===== config.mk =====
export PLATFORM = sky130hd
export DESIGN_NAME = cache_datapath_flat
export DESIGN_NICKNAME = d
export VERILOG_FILES = /design/src/logic/cache_pkg.sv /design/src/logic/mem_pkg.sv /design/src/logic/mem_bus_if.sv /design/src/logic/cache_ctrl_if.sv /design/src/logic/cache_datapath.sv /design/src/flat_wrapper.sv
export VERILOG_INCLUDE_DIRS = /design/src /design/src/logic
export SDC_FILE = /design/constraint.sdc
export NUM_CORES = 2
export LEC_CHECK = 0
export BUFFER_PORTS_ARGS = -buffer_cell sky130_fd_sc_hd__buf_2
export CAP_MARGIN = 20
export CORE_MARGIN = 1.5
export CORE_UTILIZATION = 35
export CTS_CLUSTER_SIZE = 40
export DETAILED_ROUTE_END_ITERATION = 16
export PLACE_DENSITY = 0.54
export SLEW_MARGIN = 10
export SYNTH_ARGS = -nofsm -noshare
export SYNTH_HDL_FRONTEND = slang
export SYNTH_SLANG_ARGS = --single-unit

===== constraint.sdc =====
create_clock -name clk -period 28.4 [get_ports clk]
set_input_delay 8.52 -clock clk [delete_from_list [all_inputs] [get_ports clk]]
set_output_delay 8.52 -clock clk [all_outputs]
set_load 0.01 [all_outputs]

===== src/logic/cache_params.svh =====
`ifndef CACHE_PARAMS_SVH
`define CACHE_PARAMS_SVH

`define CACHE_SETS 8        // sets per cache, 2 ways each
`define MEM_WORDS  32768    // main memory depth in words
`define WORD_W     16       // processor word
`define ADDR_W     16       // byte address

`endif

===== src/logic/cache_pkg.sv =====
`include "cache_params.svh"

package cache_pkg;

    localparam int INDEX_W = $clog2(`CACHE_SETS);
    localparam int TAG_W   = `ADDR_W - INDEX_W - 3;  // 3 offset bits below the index

    typedef enum logic [4:0] {
        IDLE       = 5'h00,
        COMPARE_RD = 5'h01,
        COMPARE_WR = 5'h02,
        ALLOC_0    = 5'h03,
        ALLOC_1    = 5'h04,
        ALLOC_2    = 5'h05,
        ALLOC_3    = 5'h06,
        ALLOC_4    = 5'h07,
        ALLOC_5    = 5'h08,
        ALLOC_6    = 5'h09,
        WB_0       = 5'h0a,
        WB_1       = 5'h0b,
        WB_2       = 5'h0c,
        WB_3       = 5'h0d,
        HIT_DONE   = 5'h0e,
        MISS_DONE  = 5'h0f,
        ERROR      = 5'h10
    } cache_state_t;

    typedef logic [INDEX_W-1:0] cache_index_t;
    typedef logic [TAG_W-1:0]   cache_tag_t;
    typedef logic               cache_way_t;

endpackage


===== src/logic/mem_pkg.sv =====
`include "cache_params.svh"

package mem_pkg;

    localparam int OFFSET_W = 3;    // byte offset inside a 4-word line

    typedef logic [`ADDR_W-1:0] mem_addr_t;
    typedef logic [`WORD_W-1:0] mem_word_t;

    // only 0, 2, 4 and 6 occur, words are aligned
    typedef logic [OFFSET_W-1:0] mem_offset_t;

endpackage


===== src/logic/mem_bus_if.sv =====
interface mem_bus_if;
    import mem_pkg::*;

    logic      rd;
    logic      wr;
    mem_addr_t addr;
    mem_word_t wdata;
    mem_word_t rdata;   // valid two cycles after an accepted read
    logic      stall;   // access accepted only when low

    modport client (
        output rd, wr, addr, wdata,
        input  rdata, stall
    );

    modport server (
        input  rd, wr, addr, wdata,
        output rdata, stall
    );
endinterface


===== src/logic/cache_ctrl_if.sv =====
interface cache_ctrl_if;
    import mem_pkg::*;

    logic        comp;                  // lookup mode, write only on hit
    logic        cache_write;
    mem_offset_t cache_offset;
    logic        cache_offset_select;   // 1: offset from controller
    logic        cache_data_in_select;  // 1: fill from memory rdata
    logic        tag_select;            // 1: stored tag for write-back
    logic        valid_in;
    logic        mem_rd;
    logic        mem_wr;
    mem_offset_t mem_offset;
    logic        flip_victimway;
    logic        hit;
    logic        valid;
    logic        dirty;
    logic        mem_stall;

    modport ctrl (
        output comp, cache_write, cache_offset, cache_offset_select, cache_data_in_select,
        output tag_select, valid_in, mem_rd, mem_wr, mem_offset, flip_victimway,
        input  hit, valid, dirty, mem_stall
    );

    modport dp (
        input  comp, cache_write, cache_offset, cache_offset_select, cache_data_in_select,
        input  tag_select, valid_in, mem_rd, mem_wr, mem_offset, flip_victimway,
        output hit, valid, dirty, mem_stall
    );
endinterface


===== src/logic/cache_datapath.sv =====
`include "cache_params.svh"

module cache_datapath (
    input  logic               clk,
    input  logic               rst_n,
    input  mem_pkg::mem_addr_t addr,
    input  mem_pkg::mem_word_t data_in,
    output mem_pkg::mem_word_t data_out,
    cache_ctrl_if.dp           dp,
    mem_bus_if.client          mem
);
    import mem_pkg::*;
    import cache_pkg::*;

    mem_word_t    data_mem [2][`CACHE_SETS][4];
    cache_tag_t   tag_mem  [2][`CACHE_SETS];
    logic [1:0]   valid_q  [`CACHE_SETS];   // bit per way
    logic [1:0]   dirty_q  [`CACHE_SETS];
    cache_way_t   victim_q;                 // one pointer for the whole cache
    cache_way_t   acc_way_q;                // way chosen in compare

    cache_index_t idx;
    cache_tag_t   tag;
    logic [1:0]   hit_way;
    logic         lookup;
    logic         we;
    cache_way_t   sel_way;
    cache_way_t   way;
    mem_offset_t  off;
    mem_word_t    wr_word;

    assign idx     = addr[INDEX_W+2:3];
    assign tag     = addr[`ADDR_W-1:INDEX_W+3];
    assign hit_way = {valid_q[idx][1] & (tag_mem[1][idx] == tag),
                      valid_q[idx][0] & (tag_mem[0][idx] == tag)};

    // hit way, else first invalid way, else the victim pointer
    always_comb begin
        if (hit_way[0])            sel_way = 1'b0;
        else if (hit_way[1])       sel_way = 1'b1;
        else if (!valid_q[idx][0]) sel_way = 1'b0;
        else if (!valid_q[idx][1]) sel_way = 1'b1;
        else                       sel_way = victim_q;
    end

    assign lookup  = dp.comp & ~dp.valid_in;    // compare state but not ALLOC_6
    assign way     = lookup ? sel_way : acc_way_q;
    assign off     = dp.cache_offset_select ? dp.cache_offset : addr[2:0];
    assign wr_word = dp.cache_data_in_select ? mem.rdata : data_in;
    assign we      = dp.cache_write & (~lookup | (|hit_way));

    assign dp.hit       = |hit_way;
    assign dp.valid     = valid_q[idx][way];
    assign dp.dirty     = dirty_q[idx][way];
    assign dp.mem_stall = mem.stall;

    always_ff @(posedge clk or negedge rst_n) begin
        if (!rst_n) begin
            victim_q  <= 1'b0;
            acc_way_q <= 1'b0;
            for (int s = 0; s < `CACHE_SETS; s++) begin
                valid_q[s] <= 2'b00;
                dirty_q[s] <= 2'b00;
            end
        end else begin
            if (dp.flip_victimway) victim_q <= ~victim_q;
            if (lookup) acc_way_q <= sel_way;
            if (we) begin
                dirty_q[idx][way] <= dp.comp;   // cpu writes set dirty and fills clear it
                if (dp.valid_in) valid_q[idx][way] <= 1'b1;
            end
        end
    end

    always_ff @(posedge clk) begin
        if (we) begin
            data_mem[way][idx][off[2:1]] <= wr_word;
            if (dp.valid_in) tag_mem[way][idx] <= tag;
        end
    end

    assign data_out  = data_mem[way][idx][addr[2:1]];
    assign mem.rd    = dp.mem_rd;
    assign mem.wr    = dp.mem_wr;
    assign mem.addr  = {dp.tag_select ? tag_mem[acc_way_q][idx] : tag, idx, dp.mem_offset};
    assign mem.wdata = data_mem[acc_way_q][idx][dp.cache_offset[2:1]];   // write-back source

endmodule


===== src/flat_wrapper.sv =====
// flat-port wrapper written by rule: the top's interface ports become plain ports
module cache_datapath_flat import mem_pkg::*; import cache_pkg::*;
  (clk, rst_n, addr, data_in, data_out, dp_comp, dp_cache_write, dp_cache_offset, dp_cache_offset_select, dp_cache_data_in_select, dp_tag_select, dp_valid_in, dp_mem_rd, dp_mem_wr, dp_mem_offset, dp_flip_victimway, dp_hit, dp_valid, dp_dirty, dp_mem_stall, mem_rd, mem_wr, mem_addr, mem_wdata, mem_rdata, mem_stall);
  cache_ctrl_if dp_i ();
  mem_bus_if mem_i ();
  input  logic clk;
  input  logic rst_n;
  input  mem_pkg::mem_addr_t addr;
  input  mem_pkg::mem_word_t data_in;
  output mem_pkg::mem_word_t data_out;
  input wire logic [$bits(dp_i.comp)-1:0] dp_comp;
  input wire logic [$bits(dp_i.cache_write)-1:0] dp_cache_write;
  input wire logic [$bits(dp_i.cache_offset)-1:0] dp_cache_offset;
  input wire logic [$bits(dp_i.cache_offset_select)-1:0] dp_cache_offset_select;
  input wire logic [$bits(dp_i.cache_data_in_select)-1:0] dp_cache_data_in_select;
  input wire logic [$bits(dp_i.tag_select)-1:0] dp_tag_select;
  input wire logic [$bits(dp_i.valid_in)-1:0] dp_valid_in;
  input wire logic [$bits(dp_i.mem_rd)-1:0] dp_mem_rd;
  input wire logic [$bits(dp_i.mem_wr)-1:0] dp_mem_wr;
  input wire logic [$bits(dp_i.mem_offset)-1:0] dp_mem_offset;
  input wire logic [$bits(dp_i.flip_victimway)-1:0] dp_flip_victimway;
  output wire logic [$bits(dp_i.hit)-1:0] dp_hit;
  output wire logic [$bits(dp_i.valid)-1:0] dp_valid;
  output wire logic [$bits(dp_i.dirty)-1:0] dp_dirty;
  output wire logic [$bits(dp_i.mem_stall)-1:0] dp_mem_stall;
  output wire logic [$bits(mem_i.rd)-1:0] mem_rd;
  output wire logic [$bits(mem_i.wr)-1:0] mem_wr;
  output wire logic [$bits(mem_i.addr)-1:0] mem_addr;
  output wire logic [$bits(mem_i.wdata)-1:0] mem_wdata;
  input wire logic [$bits(mem_i.rdata)-1:0] mem_rdata;
  input wire logic [$bits(mem_i.stall)-1:0] mem_stall;
  assign dp_i.comp = dp_comp;
  assign dp_i.cache_write = dp_cache_write;
  assign dp_i.cache_offset = dp_cache_offset;
  assign dp_i.cache_offset_select = dp_cache_offset_select;
  assign dp_i.cache_data_in_select = dp_cache_data_in_select;
  assign dp_i.tag_select = dp_tag_select;
  assign dp_i.valid_in = dp_valid_in;
  assign dp_i.mem_rd = dp_mem_rd;
  assign dp_i.mem_wr = dp_mem_wr;
  assign dp_i.mem_offset = dp_mem_offset;
  assign dp_i.flip_victimway = dp_flip_victimway;
  assign dp_hit = dp_i.hit;
  assign dp_valid = dp_i.valid;
  assign dp_dirty = dp_i.dirty;
  assign dp_mem_stall = dp_i.mem_stall;
  assign mem_rd = mem_i.rd;
  assign mem_wr = mem_i.wr;
  assign mem_addr = mem_i.addr;
  assign mem_wdata = mem_i.wdata;
  assign mem_i.rdata = mem_rdata;
  assign mem_i.stall = mem_stall;
  cache_datapath u_core (.clk(clk), .rst_n(rst_n), .addr(addr), .data_in(data_in), .data_out(data_out), .dp(dp_i), .mem(mem_i));
endmodule

== Yosys cells after proc, flatten, opt, wreduce, memory -nomap -nowiden ==
Memories as Yosys holds them, arrays and structs flattened.
Index checks and enable logic that the tools add are counted.
Storage, ports and cells
  flip-flop bits (word level): 34
  memory bits (writable): 1184
  logic and storage cells: 103
  memories: 2
Memory list
  u_core.data_mem: depth 2, bits a word 512, rd ports 2, clocked after Yosys merged registers in 0, wr ports 1, RTL line cache_datapath.sv:15  | mem_word_t data_mem [2][`CACHE_SETS][4];
  u_core.tag_mem: depth 2, bits a word 80, rd ports 3, clocked after Yosys merged registers in 0, wr ports 1, RTL line cache_datapath.sv:16  | cache_tag_t tag_mem [2][`CACHE_SETS];
Cells by class
  order comparisons: 8
  eq/ne operators: 2
  multiplexer cells: 55
  bitwise gates (word level): 13
  reductions and logical operators: 5
Operators by type and width (number)
  $mux W512: 1
  $bmux W64 S3: 2
  $mux W64: 5
  $demux W64 S3: 1
  $mux W16: 6
  $bmux W10 S3: 3
  $mux W10: 8
  $mux W80: 1
  $bmux W16 S2: 2
  $demux W16 S2: 1
  $demux W10 S3: 1
  $eq A10 B10 Y1: 2
  $bwmux W16: 1
  $or A16 B16 Y16: 1
  $mux W1: 13
  $bmux W2 S3: 2
  $mux W2: 5
  $ge A3 B3 Y1 const B: 3
  $not A2 Y3: 3
  $demux W2 S3: 1
  $and A1 B1 Y1: 4
  $ge A4 B4 Y1 const B: 1
  $lt A4 B1 Y1 const B: 1
  $not A3 Y4: 1
  other kinds (10): 14

== Depth between registers and ports, before layout ==
  word-level depth: 16
  gate-level depth with buffers: 21

== Least setup slack after synthesis ==
OpenSTA, ideal clock, no wires.
  path kind: input to output
  start: input addr[4]
  end: output data_out[0]
  arrival time: 12.152 ns
  required time: 19.880 ns
  setup slack: 7.728 ns
  cell stages on the path: 19
  path buffers: 7
  cell sequence: buf_6 > buf_6 > nor2b_1 > clkbuf_1 > a22oi_1 > a31o_2 > xnor2_1 > a2111o_1 > nor4_1 > or3_1 > buf_6 > buf_6 > buf_6 > buf_2 > mux2i_1 > o22ai_1 > or4_1 > o311ai_1 > o31ai_1
On the way
  word-level cells in the longest chain between the ends: 16
Ends and longest elaborated chain
  from (decl): RTL line flat_wrapper.sv:8  | input mem_pkg::mem_addr_t addr;
  $not A3 Y4 (not written as such) *
  $bmux W10 S3 or $bmux W2 S3 (tied branches): RTL line cache_datapath.sv:34, cache_datapath.sv:35, cache_datapath.sv:41
  $mux W10 (not written as such) or $mux W2 (tied branches) (2 in a row): RTL line cache_datapath.sv:34, cache_datapath.sv:35, cache_datapath.sv:41
  $eq A10 B10 Y1 or $mux W1 (tied branches): RTL line cache_datapath.sv:34, cache_datapath.sv:42
  $and A1 B1 Y1 or $mux W1 (tied branches): RTL line cache_datapath.sv:34, cache_datapath.sv:41
  $mux W1: RTL line cache_datapath.sv:40  | else if (hit_way[1]) sel_way = 1'b1;
  $mux W1: RTL line cache_datapath.sv:39  | if (hit_way[0]) sel_way = 1'b0;
  $mux W1: RTL line cache_datapath.sv:47  | assign way = lookup ? sel_way : acc_way_q;
  $mem_v2 Z2 W512
  $bmux W64 S3 *: RTL line cache_datapath.sv:82  | assign data_out = data_mem[way][idx][addr[2:1]];
  $mux W64 (not written as such) * (2 in a row): RTL line cache_datapath.sv:82
  $bmux W16 S2 *: RTL line cache_datapath.sv:82
  $mux W16 (not written as such) * (2 in a row): RTL line cache_datapath.sv:82
  to (decl): RTL line flat_wrapper.sv:10  | output mem_pkg::mem_word_t data_out;
Every way passes the cells marked *; elsewhere a longest branch is shown, timed or not. The select of a mux whose other input is x is not followed.

== Final worst setup path ==
  start: input addr[5]
  end: output data_out[11]
The elaborated chain is that of the path after synthesis.

==> metrics.txt <==
Starting DRT DRC Count around 4600; arrival time of the worst setup path around 16 ns; Netlist cell types 64; Hold-fix buffers, CTS 0; commonest non-fill, non-tap cells in the layout edfxtp_1, mux2i_1, nand2_1; clk root buf clkbuf_16; GRT Total Usage 0.235; H-tree depth 4; share of power burned in registers 0.458; combinational family with the most area after synthesis multiplexers; Synth Area in Compound Gates 0.0720; DIE WIDTH 406 um; IO Port Bufs between 100 and 150; Die H a little over 400 um; fin area 64500 sq um; routed vias/inst around 6.0; non-filler cells, final 6150; Mapped Cells about 3800; switch share 0.269; FF-to-FF setup slack between 20 and 25 ns; maximum clock insertion buffer count 3; post-route ant nets 0; Main synth FF type edfxtp_1; WP data required 19.88 ns; Initial Util 0.353; Final Wtd Congestion roughly 0.82; #FFs+latches synth roughly 1200; number of synthesized flops with an enable pin about 1200; worst flop-to-flop path endpoint u_core.data_mem[1][325]; die footprint 165000 sq um; actual slew at the worst max-slew pin 1.17 ns; IO Count 120; Pre-antenna DRT Iters 5; outcome finished, final reports clean; Synth Area in Simple Gates 0.0612; Cell Rows between 100 and 150; total power draw 4.43 mW; Sinks on Clock Net around 1200; Sw Pwr roughly 1.2 mW; CTS tree built; worst skew pair latency 0.80 ns; Final min period about 25 ns; hold endpoint u_core.valid_q[11]; Syn Area/Cell around 15 sq um; fin nets 3951; WL/cell roughly 32 um; leakage power roughly 22 nW; initial antenna violation count 9; worst reg2reg path depth 13; Final WS setup between 3 and 4 ns; pin count of the biggest net entering global routing between 100 and 150; post-synth net total a little under 4000; Final Max Slew Viols 0; core area between 150000 and 200000 sq um; mux share of post-synthesis cell area 0.197; clock power share 0.382; worst hold stages 1; Final setup viols 0; nature of the critical path startpoint input port; CTS Buf Count ~130; Post-CTS Resized 0; Final TNS setup 0 ns; Reg clk slew, reported paths ~0.050 ns; Logic pwr share 0.160; endpoint class of the critical path output port; placed cell count around 5900; P per Cell Area 68.6 nW/um^2; Mapped Area about 57000 sq um; Area Overhead vs Synth 13.6%; Remaining DRCs 0; f_max just over 40 MHz; grt ovf 0; WL final between 150 and 200 mm; Max rail drop VDD 65.5 uV; layout cells sized above 1 0.210; commonest non-fill, non-tap cell in the layout edfxtp_1; post-layout util 0.401; first-pass GRT wire length about 270 mm; Synth Area in XOR/XNOR 0.00293; Adder-Cell Fraction of Synth Area 0; CP Max Fanout ~100; number of global-route vias before repair 36300; vias approximately 37000; Ys Warns 0; hold slack approximately 0.46 ns; HP Start u_core.valid_q[11]; Max transition margin 0.210; final hold violations 0; maxcap violations 0; unrepaired setup endpoints after global routing false; Placement Cell Area 60300 sq um; worst r2r src u_core.valid_q[11]; Seq/Total Area, Yosys 0.641; post-detail-place hpwl between 100 and 150 mm; Place WS 3.95 ns; setup bufs post-CTS 0; clk_skew just under 0.06 ns; hold crit path type reg2reg; Internal Pwr Total roughly 3.2 mW; final period utilization 0.865; share of flip-flops with an asynchronous set or reset 0.0279; WS Path Type in2out
## critical path: stages
cell and delay (ns):
buf_4 0.56, buf_12 0.47, and2_4 0.85, a22oi_1 0.21
a31o_2 0.32, xnor2_1 0.17, a2111o_1 0.43, nor4_1 0.38
or3_4 0.47, buf_12 0.50, buf_4 0.86, mux2i_1 0.27
o22ai_1 0.09, or4_1 0.50, nor3_1 0.62, o32ai_1 0.39
buf_2 0.26
## power by group through the flow
stage	clock network (mW)	logic, mW	registers [mW]
final	1.69	0.709	2.03
after CTS	1.72	0.704	2.03
after global placement	0	0.701	2.06
after detailed placement	0	0.703	2.06
after floorplan	0	0.489	2.05
after global routing	1.78	0.744	2.03
## cells in the mapped netlist (18+ instances only)
master,n,area share
a221oi_1,29,0.0045
buf_2,41,0.0036
nand2_1,369,0.024
nor3_1,26,0.0023
o2111ai_1,18,0.0028
a22oi_1,18,0.0024
mux4_2,220,0.087
nand3_1,66,0.0058
o221ai_1,19,0.0029
edfxtp_1,1184,0.63
mux2_2,62,0.012
o22ai_1,228,0.025
a21oi_1,191,0.017
mux2i_1,549,0.097
nor4_1,50,0.0055
o21ai_0,34,0.0030
o31ai_1,19,0.0025
or4_1,47,0.0062
dfrtp_1,34,0.015
or2_2,21,0.0023
buf_4,41,0.0054
nor2_1,160,0.011
buf_1,65,0.0043
clkbuf_1,144,0.0095
## worst max path at each step
stage | from | endpoint | slack [ns]
after floorplan | addr[4] | data_out[0] | 7.73
after detailed placement | addr[5] | data_out[11] | 3.95
after global routing | addr[5] | data_out[11] | 3.69
after global placement | addr[5] | data_out[11] | 3.95
final | addr[5] | data_out[11] | 3.82
after CTS | addr[5] | data_out[11] | 3.95
## flip-flops by register name (all words and copies together), names as in the netlist
name / flops
u_core.valid_q: 16
u_core.victim_q: 1
u_core.dirty_q: 16
u_core.acc_way_q: 1
u_core.data_mem: 1024
u_core.tag_mem: 160
## layer usage
metal | GRT usage | part of all wire
met1 | 0.323 | 0.41
met2 | 0.374 | 0.47
met3 | 0.0381 | 0.080
met4 | 0.0894 | 0.037
met5 | 0 | 0.000097
## kinds of logic (layout without fill, tap and decap cells)
| group | after synthesis | after routing |
|---|---|---|
| flops | 1218 | 1218 |
| other cells | 0 | 2 |
| mux | 833 | 833 |
| xor+xnor | 19 | 19 |
| simple gates | 774 | 774 |
| compound gates | 636 | 636 |
| buf+inv | 314 | 508 |
## area by class of cell
cell class	count	area, sq um
Timing Repair Buffer	258	1840
Sequential cell	1218	36400
Multi-Input combinational cell	2262	19300
Fill cell	14800	96200
Inverter	11	48.8
Antenna cell	2	5.00
Clock inverter	69	672
Clock buffer	170	3540
Tap cell	2160	2700
Power figures use the tool's default switching activity.
