### config.mk
export PLATFORM = sky130hd
export DESIGN_NAME = cache_controller_flat
export DESIGN_NICKNAME = d
export VERILOG_FILES = /design/src/logic/cache_pkg.sv /design/src/logic/mem_pkg.sv /design/src/logic/cache_ctrl_if.sv /design/src/logic/cache_controller.sv /design/src/flat_wrapper.sv
export VERILOG_INCLUDE_DIRS = /design/src /design/src/logic
export SDC_FILE = /design/constraint.sdc
export NUM_CORES = 1
export LEC_CHECK = 0
export BUFFER_PORTS_ARGS = -buffer_cell sky130_fd_sc_hd__buf_2
export CORE_MARGIN = 5
export CORE_UTILIZATION = 46
export CTS_CLUSTER_SIZE = 25
export DETAILED_ROUTE_END_ITERATION = 7
export GPL_TIMING_DRIVEN = 0
export HOLD_SLACK_MARGIN = 0.05
export PLACE_DENSITY = 0.75
export SLEW_MARGIN = 5
export SYNTH_ARGS = -nofsm -noshare
export SYNTH_HDL_FRONTEND = slang
export SYNTH_SLANG_ARGS = --single-unit
### constraint.sdc
create_clock -name clk -period 1.8 [get_ports clk]
set_clock_uncertainty 0.1 [all_clocks]
set_input_delay 0.18 -clock clk [delete_from_list [all_inputs] [get_ports clk]]
set_output_delay 0.18 -clock clk [all_outputs]
set_load 0.02 [all_outputs]
### src/logic/cache_params.svh
`ifndef CACHE_PARAMS_SVH
`define CACHE_PARAMS_SVH

`define CACHE_SETS 8        // sets per cache, 2 ways each
`define MEM_WORDS  32768    // main memory depth in words
`define WORD_W     16       // processor word
`define ADDR_W     16       // byte address

`endif
### src/logic/cache_pkg.sv
`include "cache_params.svh"

package cache_pkg;

    localparam int INDEX_W = $clog2(`CACHE_SETS);
    localparam int TAG_W   = `ADDR_W - INDEX_W - 3;  // 3 offset bits below the index

    typedef enum logic [4:0] {
        IDLE       = 5'h00,
        COMPARE_RD = 5'h01,
        COMPARE_WR = 5'h02,
        ALLOC_0    = 5'h03,
        ALLOC_1    = 5'h04,
        ALLOC_2    = 5'h05,
        ALLOC_3    = 5'h06,
        ALLOC_4    = 5'h07,
        ALLOC_5    = 5'h08,
        ALLOC_6    = 5'h09,
        WB_0       = 5'h0a,
        WB_1       = 5'h0b,
        WB_2       = 5'h0c,
        WB_3       = 5'h0d,
        HIT_DONE   = 5'h0e,
        MISS_DONE  = 5'h0f,
        ERROR      = 5'h10
    } cache_state_t;

    typedef logic [INDEX_W-1:0] cache_index_t;
    typedef logic [TAG_W-1:0]   cache_tag_t;
    typedef logic               cache_way_t;

endpackage

### src/logic/mem_pkg.sv
`include "cache_params.svh"

package mem_pkg;

    localparam int OFFSET_W = 3;    // byte offset inside a 4-word line

    typedef logic [`ADDR_W-1:0] mem_addr_t;
    typedef logic [`WORD_W-1:0] mem_word_t;

    // only 0, 2, 4 and 6 occur, words are aligned
    typedef logic [OFFSET_W-1:0] mem_offset_t;

endpackage

### src/logic/cache_ctrl_if.sv
interface cache_ctrl_if;
    import mem_pkg::*;

    logic        comp;                  // lookup mode, write only on hit
    logic        cache_write;
    mem_offset_t cache_offset;
    logic        cache_offset_select;   // 1: offset from controller
    logic        cache_data_in_select;  // 1: fill from memory rdata
    logic        tag_select;            // 1: stored tag for write-back
    logic        valid_in;
    logic        mem_rd;
    logic        mem_wr;
    mem_offset_t mem_offset;
    logic        flip_victimway;
    logic        hit;
    logic        valid;
    logic        dirty;
    logic        mem_stall;

    modport ctrl (
        output comp, cache_write, cache_offset, cache_offset_select, cache_data_in_select,
        output tag_select, valid_in, mem_rd, mem_wr, mem_offset, flip_victimway,
        input  hit, valid, dirty, mem_stall
    );

    modport dp (
        input  comp, cache_write, cache_offset, cache_offset_select, cache_data_in_select,
        input  tag_select, valid_in, mem_rd, mem_wr, mem_offset, flip_victimway,
        output hit, valid, dirty, mem_stall
    );
endinterface

### src/logic/cache_controller.sv
module cache_controller (
    input  logic      clk,
    input  logic      rst_n,
    input  logic      rd,
    input  logic      wr,
    cache_ctrl_if.ctrl ctrl,
    output logic      cache_hit,
    output logic      stall_out,
    output logic      done,
    output logic      err
);
    import cache_pkg::*;

    cache_state_t state;
    cache_state_t next_state;
    cache_state_t req_state;

    always_ff @(posedge clk or negedge rst_n) begin
        if (!rst_n) begin
            state <= IDLE;
        end else begin
            state <= next_state;
        end
    end

    // decode of a new processor request, shared by idle and both done states
    assign req_state = (rd & wr) ? ERROR      :
                       rd        ? COMPARE_RD :
                       wr        ? COMPARE_WR :
                                   IDLE;

    always_comb begin
        ctrl.comp                 = 1'b0;
        ctrl.cache_write          = 1'b0;
        ctrl.cache_offset         = 3'd0;
        ctrl.cache_offset_select  = 1'b0;
        ctrl.cache_data_in_select = 1'b0;
        ctrl.tag_select           = 1'b0;
        ctrl.valid_in             = 1'b0;
        ctrl.mem_rd               = 1'b0;
        ctrl.mem_wr               = 1'b0;
        ctrl.mem_offset           = 3'd0;
        ctrl.flip_victimway       = 1'b0;
        cache_hit                 = 1'b0;
        stall_out                 = 1'b1;   // busy unless idle or done
        done                      = 1'b0;
        err                       = 1'b0;
        next_state                = IDLE;

        case (state)
            IDLE: begin
                stall_out  = 1'b0;
                next_state = req_state;
            end
            COMPARE_RD, COMPARE_WR: begin
                ctrl.comp           = 1'b1;
                ctrl.cache_write    = (state == COMPARE_WR);
                ctrl.flip_victimway = 1'b1;
                next_state = (ctrl.hit & ctrl.valid)   ? HIT_DONE :
                             (ctrl.valid & ctrl.dirty) ? WB_0     :
                                                         ALLOC_0;
            end
            ALLOC_0: begin
                ctrl.mem_rd = 1'b1;
                next_state  = ctrl.mem_stall ? ALLOC_0 : ALLOC_1;   // wait for grant
            end
            ALLOC_1, ALLOC_2, ALLOC_3: begin
                ctrl.mem_rd     = 1'b1;
                ctrl.mem_offset = (state == ALLOC_1) ? 3'd2 : (state == ALLOC_2) ? 3'd4 : 3'd6;
                next_state      = cache_state_t'(state + 5'd1);
            end
            ALLOC_4: next_state = ALLOC_5;
            ALLOC_5: next_state = (wr & ~rd) ? ALLOC_6 : (rd & ~wr) ? MISS_DONE : ERROR;
            ALLOC_6: begin
                ctrl.comp        = 1'b1;    // merge cpu word, marks line dirty
                ctrl.cache_write = 1'b1;
                ctrl.valid_in    = 1'b1;
                next_state       = MISS_DONE;
            end
            WB_0, WB_1, WB_2, WB_3: begin
                ctrl.mem_wr              = 1'b1;
                ctrl.tag_select          = 1'b1;
                ctrl.cache_offset_select = 1'b1;
                ctrl.mem_offset          = {state[1:0] - 2'd2, 1'b0};   // WB_0 is 5'h0a
                ctrl.cache_offset        = ctrl.mem_offset;
                if (state == WB_0 && ctrl.mem_stall) begin
                    next_state = WB_0;
                end else begin
                    next_state = (state == WB_3) ? ALLOC_0 : cache_state_t'(state + 5'd1);
                end
            end
            HIT_DONE, MISS_DONE: begin
                done       = 1'b1;
                cache_hit  = (state == HIT_DONE);
                stall_out  = 1'b0;
                next_state = req_state;     // a held request goes straight back to compare
            end
            ERROR: begin
                err        = 1'b1;
                next_state = IDLE;
            end
            default: next_state = IDLE;
        endcase

        // fill writes trail the memory reads by two states
        if (state inside {ALLOC_2, ALLOC_3, ALLOC_4, ALLOC_5}) begin
            ctrl.cache_write          = 1'b1;
            ctrl.valid_in             = 1'b1;
            ctrl.cache_offset_select  = 1'b1;
            ctrl.cache_data_in_select = 1'b1;
            ctrl.cache_offset         = {state[1:0] - 2'd1, 1'b0};  // ALLOC_2 is 5'h05
        end
    end

endmodule

### src/flat_wrapper.sv
// flat-port wrapper written by rule: the top's interface ports become plain ports
module cache_controller_flat import cache_pkg::*;
  (clk, rst_n, rd, wr, cache_hit, stall_out, done, err, ctrl_comp, ctrl_cache_write, ctrl_cache_offset, ctrl_cache_offset_select, ctrl_cache_data_in_select, ctrl_tag_select, ctrl_valid_in, ctrl_mem_rd, ctrl_mem_wr, ctrl_mem_offset, ctrl_flip_victimway, ctrl_hit, ctrl_valid, ctrl_dirty, ctrl_mem_stall);
  cache_ctrl_if ctrl_i ();
  input  logic clk;
  input  logic rst_n;
  input  logic rd;
  input  logic wr;
  output logic cache_hit;
  output logic stall_out;
  output logic done;
  output logic err;
  output wire logic [$bits(ctrl_i.comp)-1:0] ctrl_comp;
  output wire logic [$bits(ctrl_i.cache_write)-1:0] ctrl_cache_write;
  output wire logic [$bits(ctrl_i.cache_offset)-1:0] ctrl_cache_offset;
  output wire logic [$bits(ctrl_i.cache_offset_select)-1:0] ctrl_cache_offset_select;
  output wire logic [$bits(ctrl_i.cache_data_in_select)-1:0] ctrl_cache_data_in_select;
  output wire logic [$bits(ctrl_i.tag_select)-1:0] ctrl_tag_select;
  output wire logic [$bits(ctrl_i.valid_in)-1:0] ctrl_valid_in;
  output wire logic [$bits(ctrl_i.mem_rd)-1:0] ctrl_mem_rd;
  output wire logic [$bits(ctrl_i.mem_wr)-1:0] ctrl_mem_wr;
  output wire logic [$bits(ctrl_i.mem_offset)-1:0] ctrl_mem_offset;
  output wire logic [$bits(ctrl_i.flip_victimway)-1:0] ctrl_flip_victimway;
  input wire logic [$bits(ctrl_i.hit)-1:0] ctrl_hit;
  input wire logic [$bits(ctrl_i.valid)-1:0] ctrl_valid;
  input wire logic [$bits(ctrl_i.dirty)-1:0] ctrl_dirty;
  input wire logic [$bits(ctrl_i.mem_stall)-1:0] ctrl_mem_stall;
  assign ctrl_comp = ctrl_i.comp;
  assign ctrl_cache_write = ctrl_i.cache_write;
  assign ctrl_cache_offset = ctrl_i.cache_offset;
  assign ctrl_cache_offset_select = ctrl_i.cache_offset_select;
  assign ctrl_cache_data_in_select = ctrl_i.cache_data_in_select;
  assign ctrl_tag_select = ctrl_i.tag_select;
  assign ctrl_valid_in = ctrl_i.valid_in;
  assign ctrl_mem_rd = ctrl_i.mem_rd;
  assign ctrl_mem_wr = ctrl_i.mem_wr;
  assign ctrl_mem_offset = ctrl_i.mem_offset;
  assign ctrl_flip_victimway = ctrl_i.flip_victimway;
  assign ctrl_i.hit = ctrl_hit;
  assign ctrl_i.valid = ctrl_valid;
  assign ctrl_i.dirty = ctrl_dirty;
  assign ctrl_i.mem_stall = ctrl_mem_stall;
  cache_controller u_core (.clk(clk), .rst_n(rst_n), .rd(rd), .wr(wr), .ctrl(ctrl_i), .cache_hit(cache_hit), .stall_out(stall_out), .done(done), .err(err));
endmodule
==> impl_metrics.ini, run 1 <==
[logic_synthesis]
syn-cell-area_sq_um = 887.1
postSynth.topFlopCell = sky130_fd_sc_hd__dfrtp_1
post_synth_adder_cell_area_pct = 11.28
sequential_share_of_the_synthesized_area_pct = 14.10
ys.warnings.count = 0
complex_gate_fraction_of_the_synthesized_area_pct = 28.63
largest_family_of_logic_cells_by_synthesized_area = simple AND/OR/NAND/NOR gates
synth_edf_count = 0
syn_inst = 108
ys_types = 46
syn-mean-instance-area_sq_um = 8.214
flip_flop_and_latch_count_after_synthesis = 5
synth_area_in_xor_xnor_pct = 0.9873
synthSimpleGateAreaFrac_pct = 29.62
synth_mux_area_share_pct = 2.257
postSynth.asyncResetShare_pct = 100.0

[status]
first-error = [ERROR DPL-0038] Utilization greater than 100%, impossible to legalize
failed_stage = global routing
run_status = stopped before the end

[floorplan]
io-pin-count = 27
die_h_microns = 53.92
chip_width_microns = 53.92
initial_core_util_pct = 49.75
fp-row-count = 15

[cts]
cts.sinks = 5
cts_buffers = 3
cts_max_level = 1
clockBufferDepth = 2
clock_tree.root_cell = sky130_fd_sc_hd__clkbuf_4

[grt]
pin_count_of_the_biggest_net_entering_global_routing = 11

[placed_design]
placed_cells = 158
dp.final_hpwl_microns = 1812
gp_routability_congestion = 0.8375
port_buffers = 24

[sta]
worstEndpointType = output port
crit_endpoint = ctrl_cache_offset_select
cells in the mapped netlist, types with 3 or more instances:
cell                       instances  share of area [%]
sky130_fd_sc_hd__nand2_1          10                4.2
sky130_fd_sc_hd__ha_1              8                 11
sky130_fd_sc_hd__inv_1             7                3.0
sky130_fd_sc_hd__a21oi_1           5                2.8
sky130_fd_sc_hd__buf_4             5                4.2
sky130_fd_sc_hd__dfrtp_1           5                 14
sky130_fd_sc_hd__nor2_1            5                2.1
sky130_fd_sc_hd__nor3_1            5                2.8
sky130_fd_sc_hd__nor2b_1           4                2.8
sky130_fd_sc_hd__buf_2             3                1.7
sky130_fd_sc_hd__buf_6             3                3.8
sky130_fd_sc_hd__o21ai_0           3                1.7
sky130_fd_sc_hd__o221ai_1          3                3.0
sky130_fd_sc_hd__or2_2             3                2.1
timing repair:
action                                 in CTS
gates resized for setup                    62
endpoints found under the hold margin       5
hold buffers                                1
setup endpoints to repair                  22
gates cloned                                1
buffers inserted                           22
pin swaps                                  17
cell families after synthesis:
logic type                 count (synthesis)
and+or+nand+nor                           44
AOI/OAI and AO/OA                         29
buffers and inverters                     18
adders and majority gates                  8
DFF                                        5
muxes                                      2
other                                      1
xor gates and xnor gates                   1
through the flow:
step,setup TNS (ns),hold slack [ns],instance area [sq um],worst slack (ns)
2_1_floorplan,-0.7791,-0.2156,1006,-0.1443
3_3_place_gp,-2.742,-0.1044,1157,-0.2673
3_5_place_dp,-2.911,-0.1029,1157,-0.2949
4_1_cts,-4.515,0.1236,1612,-0.3727
==> run 2: changes to the inputs <==
--- a/config.mk
+++ b/config.mk
@@ -7,13 +7,11 @@
 export NUM_CORES = 1
 export LEC_CHECK = 0
 export BUFFER_PORTS_ARGS = -buffer_cell sky130_fd_sc_hd__buf_2
-export CORE_MARGIN = 5
-export CORE_UTILIZATION = 46
-export CTS_CLUSTER_SIZE = 25
+export CORE_AREA = 5 5 66 68
 export DETAILED_ROUTE_END_ITERATION = 7
+export DIE_AREA = 0 0 71 73
 export GPL_TIMING_DRIVEN = 0
-export HOLD_SLACK_MARGIN = 0.05
-export PLACE_DENSITY = 0.75
+export PLACE_DENSITY_LB_ADDON = 0.15
 export SLEW_MARGIN = 5
 export SYNTH_ARGS = -nofsm -noshare
 export SYNTH_HDL_FRONTEND = slang
==> constraint.sdc (replaced) <==
create_clock -name clk -period 2.35 [get_ports clk]
set_clock_uncertainty 0.1 [all_clocks]
set_input_delay 0.235 -clock clk [delete_from_list [all_inputs] [get_ports clk]]
set_output_delay 0.235 -clock clk [all_outputs]
set_load 0.02 [all_outputs]
==> run 2 against run 1 <==
Compared with the run above:
- the run now ends clean
- synthesized cell count is the same
- area after synthesis did not move
==> impl_metrics.ini, run 2 <==
[status]
run_status = finished, final reports clean

[worst_setup_path]
cp_data_arrival_time_ns = 1.95
timing.critical_path.buf_inv = 2
destination_of_the_critical_timing_path = ctrl_cache_offset[1]
crit_fanout = 6
cp-start-kind = flop
timing.reg2reg.setup_slack_ns = 0.24
reg2reg_depth = 8
worst-endpoint-required_ns = 2.02
crit_start = u_core.state[1]$_DFF_PN0_
critPathMaxStageDelay_ns = 0.43
r2r_end = u_core.state[0]$_DFF_PN0_
cp_top_family = flip-flops
critical_path.slowest_cell = sky130_fd_sc_hd__dfrtp_2
path_cells = inv_1 -> ha_2 -> nor2_1 -> a211oi_4 -> nand2_1 -> mux2i_1 -> buf_4
worst-path-stages = 7
critPathKind = reg2out
setup.worst_path.end_class = primary output
critical_path.reg2reg.startpoint = u_core.state[0]$_DFF_PN0_

[cells_and_area]
nets = 164
regMostFlops = u_core.state
area_growth_pct = 44.85
mostFrequentLayoutCells = sky130_fd_sc_hd__buf_2, sky130_fd_sc_hd__buf_4, sky130_fd_sc_hd__nand2_1
reg.largest.list = u_core.state: 5 flops
layout-drive-gt1-share_pct = 46.94
fill_count = 424
diodes = 0
final_util_pct = 33.83
largest_register_ffs = 5
most_frequent_standard_cell_in_the_layout_excluding_fill_and_tap_cells = sky130_fd_sc_hd__buf_2

[logic_synthesis]
flip_flop_and_latch_count_after_synthesis = 5
postSynth.topFlopCell = sky130_fd_sc_hd__dfrtp_1
sequential_share_of_the_synthesized_area_pct = 14.10
ys.warnings.count = 0
synthTopCellsByArea = sky130_fd_sc_hd__dfrtp_1, sky130_fd_sc_hd__ha_1, sky130_fd_sc_hd__buf_4, sky130_fd_sc_hd__nand2_1, sky130_fd_sc_hd__buf_6
syn-cell-area_sq_um = 887.1
synth_edf_count = 0
netlist_top_cells_count = sky130_fd_sc_hd__nand2_1, sky130_fd_sc_hd__ha_1, sky130_fd_sc_hd__inv_1
syn-mean-instance-area_sq_um = 8.214
ys_types = 46
synthDominantAreaCellType = sky130_fd_sc_hd__dfrtp_1
yosys.cell_count.top_type = sky130_fd_sc_hd__nand2_1
synth_top_cell_area_share_pct = 14.10
syn_inst = 108
postSynth.asyncResetShare_pct = 100.0

[floorplan]
chip_width_microns = 71
design.die.area_sq_um = 5183
fp-row-count = 23
initial_core_util_pct = 23.35
die_h_microns = 73
core-area_sq_um = 3799
io-pin-count = 27

[placed_design]
preCtsSetupSlack_ns = 0.08154
dp.final_hpwl_microns = 2066
gp_routability_congestion = 0.8056
port_buffers = 24

[grt]
initial_antenna_violation_count = 0
global_route.overflow_total = 0
first_global_vias = 918
gr-usage-all-layers_pct = 10.61
pin_count_of_the_biggest_net_entering_global_routing = 11
grt_pass1_wl_microns = 4471

[sta]
finalMaxSlewViolations = 0
unrepaired_setup_endpoints_after_global_routing = true
fin_setup_tns_ns = 0
fmax_mhz = 437.0
timing.final.setup_violations = 0
final.period_utilization_pct = 97.37
fin_ws_ns = 0.06179
final_hold_viol_count = 0
period_minus_slack_ns = 2.288

[cts]
cts_buffers = 3
cts.sinks = 5
cts_max_level = 1
clkSlewWorstSetupHoldPaths_ns = 0.03
worst_skew_pair.late_latency_ns = 0.21
clockBufferDepth = 2
tritoncts_clock_tree = yes
clock_tree.root_cell = sky130_fd_sc_hd__clkbuf_8

[pwr]
powerDensity_nw_per_um2 = 1404
total_chip_power_w = 0.001805
ir_worst_vdd_mv = 0.5749
leakagePower_nw = 0.5867

[routing]
routed_via_density = 4.792
route.vias.total = 944
route.final.wire_length_microns = 2815
drt_drc_violations_left = 0
drtPass1Iterations = 4
detail_route.wl_per_cell_microns = 14.29
drt.antenna.violating_nets = 0
first_iter_violations = 21

[min_path]
worstHoldPathType = in2reg

[run]
maxCapViolCount = 0
-- run 2: cell counts after synthesis --
No cell type changed its count.
-- run 2: through the flow --
stage	hold slack [ns]	cells	area [sq um]
2_1_floorplan	-0.1606	109	890.9
3_3_place_gp	-0.04855	183	1074
3_5_place_dp	-0.04521	183	1074
4_1_cts	0.2024	192	1191
5_1_grt	0.2174	197	1285
6_report	0.1934	197	1285
-- run 2: report_power, final --
group / total (W) / internal [W] / switching (W)
Clock: 0.000153 / 0.000116 / 0.0000371
Sequential: 0.000176 / 0.000127 / 0.0000489
Combinational: 0.00148 / 0.000641 / 0.000835
-- run 2: what timing repair did --
item	4_1_cts	5_1_grt
setup endpoints to repair	7	9
setup buffers	4	5
hold buffers	1	0
cloned	0	0
pin swaps	2	4
resized for setup	5	15
hold endpoints to repair	5	0
-- run 2: logic make-up after synthesis --
group	share of synthesized area (%)
and+or+nand+nor	29.62
AOI/OAI and AO/OA	28.63
buffers and inverters	12.69
adders and majority gates	11.28
DFF	14.10
muxes	2.257
other	0.4227
xor gates and xnor gates	0.9875
-- run 2: how the worst min path moves through the flow --
stage	depth (start not counted)	to	startpoint
6_report	3	u_core.state[3]$_DFF_PN0_	ctrl_dirty
5_1_grt	3	u_core.state[2]$_DFF_PN0_	ctrl_valid
4_1_cts	3	u_core.state[3]$_DFF_PN0_	ctrl_dirty
3_5_place_dp	1	u_core.state[0]$_DFF_PN0_	rst_n
3_3_place_gp	1	u_core.state[0]$_DFF_PN0_	rst_n
2_1_floorplan	0	u_core.state[0]$_DFF_PN0_	rst_n
-- run 2: layer usage --
layer / global-route usage, % / share of wire, % / vias to the layer above
met5: 0 / 0 / -
met4: 3.549 / 0.75 / 0
met3: 1.928 / 5.2 / 2
met2: 17.10 / 47 / 29
met1: 14.29 / 47 / 442
li1: - / - / 471
-- run 2: area by class of cell --
class	count	area [sq um]	area share (%)
flip-flops and latches	5	128.9	10.03
multi-input cells	86	706.9	55.01
inverters	7	26.28	2.045
repair buffers	34	217.7	16.94
plain buffers	11	97.59	7.595
clock buffers	4	45.04	3.505
well taps	50	62.56	4.869
-- run 2: tightest hold or removal path: stages --
cell	delay (ns)
sky130_fd_sc_hd__buf_2	0.08
sky130_fd_sc_hd__o211ai_1	0.07
sky130_fd_sc_hd__nand3_1	0.08
Power figures use the tool's default switching activity.
